### src/rtl/mbox_cfg.svh
`ifndef MBOX_CFG_SVH
`define MBOX_CFG_SVH

// Word address on the memory bus
`define MBOX_ADR_W 14

// One request bit per quadword word
`define MBOX_RQ_W 4

// Wishbone data path width
`define MBOX_WB_DAT_W 16

// Clock cycles in each A or B phase
`define MBOX_PHASE_CYCLES 4

// Eight diagnostic words
`define MBOX_DIAG_SEL_W 3

`endif

### src/rtl/mboxPkg.sv
`include "mbox_cfg.svh"

package mboxPkg;

  // One request as held on the memory bus
  typedef struct packed {
    logic [`MBOX_ADR_W-1:0] adr;
    logic [`MBOX_RQ_W-1:0] rq;
    logic rd;
    logic wr;
    logic forceBadPar;
  } memRequestT;

  typedef enum logic {
    phaseA = 1'b0,
    phaseB = 1'b1
  } busPhaseT;

  // Returned on Wishbone read data when the cycle ends
  typedef struct packed {
    logic nxm;
    logic [2:0] wordCount;
    busPhaseT startPhase;
  } reqStatusT;

  typedef logic [15:0] diagWordT;

endpackage

### src/rtl/memReqIf.sv
`timescale 1ns/10ps

interface memReqIf;

  mboxPkg::memRequestT request;
  logic reqHold;
  logic memStartA;
  logic memStartB;
  logic lastAcknSeen;
  logic nxmSeen;

  // Start logic owns the held request
  modport source(
    output request, reqHold, memStartA, memStartB, lastAcknSeen, nxmSeen
  );

  modport sink(
    input request, reqHold, memStartA, memStartB, lastAcknSeen, nxmSeen
  );

  modport monitor(
    input request, reqHold, memStartA, memStartB, lastAcknSeen, nxmSeen
  );

endinterface

### src/rtl/phaseClock.sv
`timescale 1ns/10ps
`include "mbox_cfg.svh"

module phaseClock (
  input  logic clk,
  input  logic reset,
  output mboxPkg::busPhaseT phase,
  output logic aChangeComing,
  output logic bChangeComing
);

  localparam int cntW = $clog2(`MBOX_PHASE_CYCLES);

  logic [cntW-1:0] count;
  logic lastCycle;

  assign lastCycle = (count == cntW'(`MBOX_PHASE_CYCLES - 1));

  always_ff @(posedge clk) begin
    if (reset) begin
      count <= '0;
      phase <= mboxPkg::phaseA;
    end else if (lastCycle) begin
      count <= '0;
      phase <= (phase == mboxPkg::phaseA) ? mboxPkg::phaseB : mboxPkg::phaseA;
    end else begin
      count <= count + 1'b1;
    end
  end

  // Strobe names the phase about to begin
  assign aChangeComing = lastCycle && (phase == mboxPkg::phaseB);
  assign bChangeComing = lastCycle && (phase == mboxPkg::phaseA);

endmodule

### src/rtl/memStart.sv
`timescale 1ns/10ps
`include "mbox_cfg.svh"

module memStart (
  input  logic clk,
  input  logic reset,
  input  logic wbCyc,
  input  logic wbStb,
  input  logic wbWe,
  input  logic [`MBOX_ADR_W-1:0] wbAdr,
  input  logic [`MBOX_WB_DAT_W-1:0] wbDatIn,
  output logic acknWr,
  input  mboxPkg::busPhaseT phase,
  input  logic aChangeComing,
  input  logic bChangeComing,
  input  logic memAcknA,
  input  logic memAcknB,
  input  logic nxmAckn,
  input  logic readDone,
  memReqIf.source req,
  output logic [`MBOX_ADR_W-1:0] memAdr,
  output logic [`MBOX_RQ_W-1:0] memRq,
  output logic memRdRq,
  output logic memWrRq,
  output logic memAdrPar
);

  mboxPkg::busPhaseT nextPhase;
  logic [`MBOX_RQ_W-1:0] rqLeft;
  logic [`MBOX_RQ_W-1:0] rqLeftNext;
  logic anyStart, anyChangeComing, takeReq, setStart, clrStart;
  logic acknPulse, nxmPulse, lastAckn, startClrd;
  logic busValid;

  assign anyStart = req.memStartA || req.memStartB;
  assign anyChangeComing = aChangeComing || bChangeComing;
  assign nextPhase = (phase == mboxPkg::phaseA) ? mboxPkg::phaseB : mboxPkg::phaseA;

  // Busy until the bus side is quiet as well
  assign takeReq = wbCyc && wbStb && !req.reqHold && !anyStart;
  assign setStart = req.reqHold && !anyStart && !req.lastAcknSeen && anyChangeComing;
  assign clrStart = anyStart && anyChangeComing && req.lastAcknSeen;

  assign acknPulse = !req.lastAcknSeen &&
                     ((memAcknA && aChangeComing && req.memStartA) ||
                      (memAcknB && bChangeComing && req.memStartB));
  assign nxmPulse = !req.lastAcknSeen && nxmAckn &&
                    ((aChangeComing && req.memStartA) || (bChangeComing && req.memStartB));

  // Drop the lowest remaining word
  assign rqLeftNext = rqLeft & (rqLeft - 1'b1);
  assign lastAckn = acknPulse && (rqLeftNext == '0);

  always_ff @(posedge clk) begin
    if (takeReq) begin
      req.request.adr <= wbAdr;
      req.request.rq <= wbDatIn[`MBOX_RQ_W-1:0];
      req.request.rd <= !wbWe;
      req.request.wr <= wbWe;
      req.request.forceBadPar <= wbDatIn[`MBOX_RQ_W];
    end
  end

  always_ff @(posedge clk) begin
    if (reset) begin
      req.reqHold <= 1'b0;
      req.memStartA <= 1'b0;
      req.memStartB <= 1'b0;
      req.lastAcknSeen <= 1'b0;
      req.nxmSeen <= 1'b0;
      rqLeft <= '0;
      startClrd <= 1'b0;
      acknWr <= 1'b0;
    end else begin
      startClrd <= clrStart;
      acknWr <= startClrd && req.request.wr;
      if (takeReq) begin
        req.reqHold <= 1'b1;
        req.lastAcknSeen <= 1'b0;
        req.nxmSeen <= 1'b0;
        rqLeft <= wbDatIn[`MBOX_RQ_W-1:0];
      end else if (acknWr || readDone) begin
        req.reqHold <= 1'b0;
      end
      if (setStart) begin
        req.memStartA <= (nextPhase == mboxPkg::phaseA);
        req.memStartB <= (nextPhase == mboxPkg::phaseB);
      end else if (clrStart) begin
        req.memStartA <= 1'b0;
        req.memStartB <= 1'b0;
      end
      if (nxmPulse) begin
        req.nxmSeen <= 1'b1;
        req.lastAcknSeen <= 1'b1;
        rqLeft <= '0;
      end else if (acknPulse) begin
        rqLeft <= rqLeftNext;
        req.lastAcknSeen <= lastAckn;
      end
    end
  end

  // Fields stay on the bus until start drops
  assign busValid = req.reqHold || anyStart;

  assign memAdr = busValid ? req.request.adr : '0;
  assign memRq = busValid ? req.request.rq : '0;
  assign memRdRq = busValid && req.request.rd;
  assign memWrRq = busValid && req.request.wr;

  // Odd parity, flipped on request for diagnostics
  assign memAdrPar = busValid &&
                     (~(^{memAdr, memRq, memRdRq, memWrRq}) ^ req.request.forceBadPar);

endmodule

### src/rtl/coreReadTracker.sv
`timescale 1ns/10ps
`include "mbox_cfg.svh"

module coreReadTracker (
  input  logic clk,
  input  logic reset,
  memReqIf.sink req,
  input  logic aChangeComing,
  input  logic bChangeComing,
  input  logic memDataValidA,
  input  logic memDataValidB,
  output logic readDone,
  output mboxPkg::reqStatusT status
);

  mboxPkg::busPhaseT startPhase;
  logic [2:0] wordsWanted;
  logic [2:0] wordCount;
  logic started, readActive, readEnd;
  logic dvMinus2, dvMinus1, coreDataValid;

  always_comb begin
    wordsWanted = '0;
    for (int i = 0; i < `MBOX_RQ_W; i++) begin
      wordsWanted = wordsWanted + 3'(req.request.rq[i]);
    end
  end

  assign readActive = req.reqHold && req.request.rd && started;

  // Data valid only counts on the strobe of the started phase
  assign dvMinus2 = readActive &&
                    ((startPhase == mboxPkg::phaseA) ? (memDataValidA && aChangeComing) :
                                                      (memDataValidB && bChangeComing));

  assign readEnd = req.reqHold && req.request.rd &&
                   (req.nxmSeen || (started && wordCount == wordsWanted));

  always_ff @(posedge clk) begin
    if (reset) begin
      started <= 1'b0;
      startPhase <= mboxPkg::phaseA;
      dvMinus1 <= 1'b0;
      coreDataValid <= 1'b0;
      wordCount <= '0;
      readDone <= 1'b0;
    end else begin
      dvMinus1 <= dvMinus2;
      coreDataValid <= dvMinus1;
      readDone <= readEnd && !readDone;
      if (!req.reqHold) begin
        started <= 1'b0;
        wordCount <= '0;
      end else begin
        if (!started && (req.memStartA || req.memStartB)) begin
          started <= 1'b1;
          startPhase <= req.memStartB ? mboxPkg::phaseB : mboxPkg::phaseA;
        end
        if (coreDataValid) begin
          wordCount <= wordCount + 1'b1;
        end
      end
    end
  end

  assign status = '{nxm: req.nxmSeen, wordCount: wordCount, startPhase: startPhase};

endmodule

### src/rtl/diagMux.sv
`timescale 1ns/10ps
`include "mbox_cfg.svh"

module diagMux (
  input  logic clk,
  input  logic reset,
  memReqIf.monitor req,
  input  mboxPkg::busPhaseT phase,
  input  logic [`MBOX_DIAG_SEL_W-1:0] diagSel,
  output mboxPkg::diagWordT diagData
);

  logic [`MBOX_ADR_W-1:0] snapAdr;
  logic [`MBOX_RQ_W-1:0] snapRq;
  logic snapStartA, snapStartB, snapPhase, snapLast, snapNxm;

  // Snapshot follows the request and then freezes
  always_ff @(posedge clk) begin
    if (req.reqHold) begin
      snapAdr <= req.request.adr;
      snapRq <= req.request.rq;
    end
  end

  always_ff @(posedge clk) begin
    if (reset) begin
      snapStartA <= 1'b0;
      snapStartB <= 1'b0;
      snapPhase <= 1'b0;
      snapLast <= 1'b0;
      snapNxm <= 1'b0;
    end else if (req.reqHold) begin
      snapStartA <= req.memStartA;
      snapStartB <= req.memStartB;
      snapPhase <= (phase == mboxPkg::phaseB);
      snapLast <= req.lastAcknSeen;
      snapNxm <= req.nxmSeen;
    end
  end

  always_comb begin
    case (diagSel)
      `MBOX_DIAG_SEL_W'(0): diagData = mboxPkg::diagWordT'(snapAdr);
      `MBOX_DIAG_SEL_W'(1): diagData = mboxPkg::diagWordT'(snapRq);
      `MBOX_DIAG_SEL_W'(2): diagData = {13'b0, snapStartA, snapStartB, snapPhase};
      `MBOX_DIAG_SEL_W'(3): diagData = {14'b0, snapLast, snapNxm};
      default: diagData = '0;
    endcase
  end

endmodule

### src/rtl/mboxControl.sv
`timescale 1ns/10ps
`include "mbox_cfg.svh"

module mboxControl (
  input  logic clk,
  input  logic reset,
  input  logic wbCyc,
  input  logic wbStb,
  input  logic wbWe,
  input  logic [`MBOX_ADR_W-1:0] wbAdr,
  input  logic [`MBOX_WB_DAT_W-1:0] wbDatIn,
  output logic [`MBOX_WB_DAT_W-1:0] wbDatOut,
  output logic wbAck,
  output logic memStartA,
  output logic memStartB,
  output logic [`MBOX_ADR_W-1:0] memAdr,
  output logic [`MBOX_RQ_W-1:0] memRq,
  output logic memRdRq,
  output logic memWrRq,
  output logic memAdrPar,
  input  logic memAcknA,
  input  logic memAcknB,
  input  logic nxmAckn,
  input  logic memDataValidA,
  input  logic memDataValidB,
  input  logic [`MBOX_DIAG_SEL_W-1:0] diagSel,
  output mboxPkg::diagWordT diagData
);

  mboxPkg::busPhaseT phase;
  mboxPkg::reqStatusT status;
  logic aChangeComing, bChangeComing, acknWr, readDone;

  memReqIf req();

  phaseClock phaseClock_inst (
    .clk(clk), .reset(reset), .phase(phase),
    .aChangeComing(aChangeComing), .bChangeComing(bChangeComing)
  );

  memStart memStart_inst (
    .clk(clk), .reset(reset), .wbCyc(wbCyc), .wbStb(wbStb), .wbWe(wbWe),
    .wbAdr(wbAdr), .wbDatIn(wbDatIn), .acknWr(acknWr), .phase(phase),
    .aChangeComing(aChangeComing), .bChangeComing(bChangeComing),
    .memAcknA(memAcknA), .memAcknB(memAcknB), .nxmAckn(nxmAckn),
    .readDone(readDone), .req(req.source), .memAdr(memAdr), .memRq(memRq),
    .memRdRq(memRdRq), .memWrRq(memWrRq), .memAdrPar(memAdrPar)
  );

  coreReadTracker coreReadTracker_inst (
    .clk(clk), .reset(reset), .req(req.sink),
    .aChangeComing(aChangeComing), .bChangeComing(bChangeComing),
    .memDataValidA(memDataValidA), .memDataValidB(memDataValidB),
    .readDone(readDone), .status(status)
  );

  diagMux diagMux_inst (
    .clk(clk), .reset(reset), .req(req.monitor), .phase(phase),
    .diagSel(diagSel), .diagData(diagData)
  );

  assign memStartA = req.memStartA;
  assign memStartB = req.memStartB;

  // One ack per request, from whichever side finished it
  assign wbAck = acknWr || readDone;
  assign wbDatOut = `MBOX_WB_DAT_W'(status);

endmodule

### config.mk
export PLATFORM = sky130hd
export DESIGN_NAME = mboxControl
export DESIGN_NICKNAME = d
export VERILOG_FILES = /design/src/rtl/mboxPkg.sv /design/src/rtl/memReqIf.sv /design/src/rtl/phaseClock.sv /design/src/rtl/memStart.sv /design/src/rtl/coreReadTracker.sv /design/src/rtl/diagMux.sv /design/src/rtl/mboxControl.sv
export VERILOG_INCLUDE_DIRS = /design/src /design/src/rtl
export SDC_FILE = /design/constraint.sdc
export NUM_CORES = 1
export LEC_CHECK = 0
export BUFFER_PORTS_ARGS = -buffer_cell sky130_fd_sc_hd__buf_2
export CAP_MARGIN = 30
export CORE_MARGIN = 1
export CORE_UTILIZATION = 45
export CTS_BUF_LIST = sky130_fd_sc_hd__clkbuf_16
export DETAILED_ROUTE_END_ITERATION = 6
export PLACE_DENSITY = 0.75
export SKIP_CTS_REPAIR_TIMING = 1
export SYNTH_ARGS = -nofsm -noshare
export SYNTH_HDL_FRONTEND = slang
export SYNTH_HIERARCHICAL = 1
export SYNTH_SLANG_ARGS = --single-unit
export TNS_END_PERCENT = 30
### constraint.sdc
create_clock -name clk -period 2.1 [get_ports clk]
set_clock_uncertainty 0.15 [all_clocks]
set_input_delay 0.105 -clock clk [delete_from_list [all_inputs] [get_ports clk]]
set_output_delay 0.105 -clock clk [all_outputs]
set_load 0.01 [all_outputs]
==> metrics <==
outcome complete, but fails checks; failing checks setup timing; Skew-Pair Late Insertion Delay roughly 0.32 ns; commonest cells after routing, fill and taps aside buf_2 (73), edfxtp_1 (39), dfxtp_1 (27), nor2b_1 (23), dlygate4sd3_1 (22); Mapped Cells 244; vias in the first global route between 1500 and 2000; Yosys reg bits 66; simple-gate share of the synthesized area 0.1728; antenna violations before repair 0; Comb power frac 0.116; Detail Placement HPWL around 4.2 mm; via-per-instance ratio approximately 4.8; Yosys top cell area share 0.3898; LEAKAGE between 0.0015 and 0.002 uW; Switching Power 723.5 uW; Post-synth EDFFs 39; die width 83.71 um; root buffer cell clkbuf_16; IO Port Bufs 74; Die ar. roughly 7000 um2; Pwr per Cell Area 821.9 nW/um2; io pins 99; compound-cell area share of the yosys netlist 0.04373; fraction of synthesized area in multiplexers 0.04998; adder-cell share of the synthesized area 0.02666; PnR worst setup slack -0.1772 ns; ranking of synthesized cells by area edfxtp_1 (39%), dfxtp_1 (18%), nor2b_1 (4.8%); Unique masters post-synth between 40 and 50; Post-Synth XOR/XNOR Area 0.07955; sequential share of power 0.438; final hold vios 0; total CTS buffers 9; setup repair after global routing missed its margin yes; Initial Util 0.4704; ANT nets after route 0; WL/cell 14.11 um; Std-Cell Rows 29; Synth-to-Final Area Change 35.28%; clock share of power 0.446; worst hold-check path type input pin to flop; CP max-delay cell edfxtp_1; Netlist Area Pre-Place 3004 um2; first-pass GRT wire length between 9 and 10 mm; pre-CTS setup slack -0.05110 ns; Iteration-0 DRC Markers 76; GP Congestion around 0.8; Worst VDD drop about 0.83 mV; most common cell after layout, fill and taps aside buf_2; drt pass-1 iters 4; main combinational cell family by area after synthesis simple AND/OR/NAND/NOR gates; Arr. time, crit path 2.02 ns; htree depth 3; critical path class flop to primary output; Power Total approximately 3300 uW; Clock transition at path regs 0.05 ns; via count roughly 2100; largest net degree at the start of global routing 28; Core ar. around 6400 um2; Post-DP Area between 3000 and 4000 um2; Die H roughly 84 um; nets between 400 and 500; area leader, netlist edfxtp_1; share of layout cells above drive strength 1 0.3370; worst-path fanout max 3; TNS Setup -0.3415 ns; most frequent CP cell xnor2_1; switching power share of the total 0.2166; CTS tree done; Most used DFF post-synth edfxtp_1; DR DRC count 0; Total Routed Length between 6 and 7 mm; fin. max-slew vios 0; CP endpoint kind primary output; CP Data Required Time between 1.5 and 2 ns; Worst path max stage delay 0.45 ns; Syn Area/Cell around 12 um2; fin crit period about 2.3 ns; synth warn 6; Int Pwr about 2600 uW; ANT cells 0; crit share post-route 1.084; Clock Sinks 66; Bufs on Longest Clock Path 2; maxcap violations 0; CP cell instances xnor2_1 -> xnor2_1 -> xnor3_1 -> mux2_4 -> buf_6; global-route usage over all layers 0.1770; final instance area between 4000 and 5000 um2; Setup-failing EPs final 2; Max Fclk between 0.4 and 0.5 GHz; startpoint class of the critical path flop; ys async rst share 0; Seq/Total Area, Yosys 0.5698; grt total ovfl 0
cell type report:
cell class                      count  area [um2]
Clock buffer                       10       250.2
Clock inverter                      6       53.80
Fill cell                         481        2322
Inverter                            7       26.28
Multi-Input combinational cell    162        1204
Sequential cell                    66        1712
Tap cell                           77       96.34
Timing Repair Buffer              111       721.9
metal layers:
metal,global-route usage,part of all wire,up-vias
met5,0,0,-
met4,0.08629,0.024,0
met3,0.03759,0.036,15
met2,0.2749,0.50,58
met1,0.2361,0.44,991
li1,-,-,1046
synthesized netlist by cell type (2+ instances only):
library cell and count:
xor2_1 3, dfxtp_1 27, nor3_1 6, or2_2 2, nand2_1 8, clkbuf_1 4
and2_1 10, nor2_1 21, a21oi_1 6, edfxtp_1 39, nor3b_1 2, o211ai_1 2
nor2b_4 2, mux4_2 2, xnor3_1 4, o21ai_0 3, buf_4 15, a31oi_1 2
xnor2_1 14, nor2b_1 23, conb_1 2, mux2i_1 9, ha_1 4, nand3_1 4
nand3b_1 4, inv_1 6
critical path, delay by kind of cell (launching register included):
family                    cells  cell delay, ns
xor gates and xnor gates      3            0.83
buffers and inverters         1            0.12
DFF                           1            0.45
muxes                         1            0.31
flip-flops by register name, indices dropped and copies added (netlist names), 2 cells and up:
| name | flops |
|---|---|
| diagMux_inst/snapRq | 4 |
| diagMux_inst/snapAdr | 14 |
| memStart_inst/rqLeft | 4 |
| memStart_inst/req.request | 21 |
| phaseClock_inst/count | 2 |
| coreReadTracker_inst/wordCount | 3 |
power groups by stage:
stage	clock (uW)	sequential, uW	combinational [uW]
after global routing	1580	1470	421
after global placement	0	1490	333
after floorplan	0	1490	232
after detailed placement	0	1490	338
after CTS	1510	1460	341
final	1490	1460	388
final timing paths:
| kind | from | endpoint | slack, ns | depth (start not counted) |
|---|---|---|---|---|
| setup / recovery | memStart_inst/req.request[7] | memAdrPar | -0.18 | 5 |
| hold / removal | reset | memStart_inst/acknWr | 0.01 | 2 |
| setup reg to reg | memStart_inst/req.request[4] | coreReadTracker_inst/readDone | -0.16 | 9 |
| hold reg to reg | memStart_inst/startClrd | memStart_inst/acknWr | 0.27 | 2 |
cells by family (layout without fill, tap and decap cells):
family          count (synthesis)  after routing
mux                            12             12
compound gates                 20             20
xor+xnor                       21             21
other cells                     2             13
buf+inv                        27            134
simple gates                   90             90
flops                          66             66
fa+ha+maj                       6              6
metrics by stage:
step / util / std cells / hold slack, ns
6_report: 0.6364 / 439 / 0.01055
2_1_floorplan: - / 255 / 0.02661
3_5_place_dp: 0.5451 / 398 / 0.1335
3_3_place_gp: 0.5451 / 398 / 0.1325
5_1_grt: 0.6364 / 439 / 0.02912
4_1_cts: 0.5927 / 414 / -0.1997
Power figures use the tool's default switching activity.
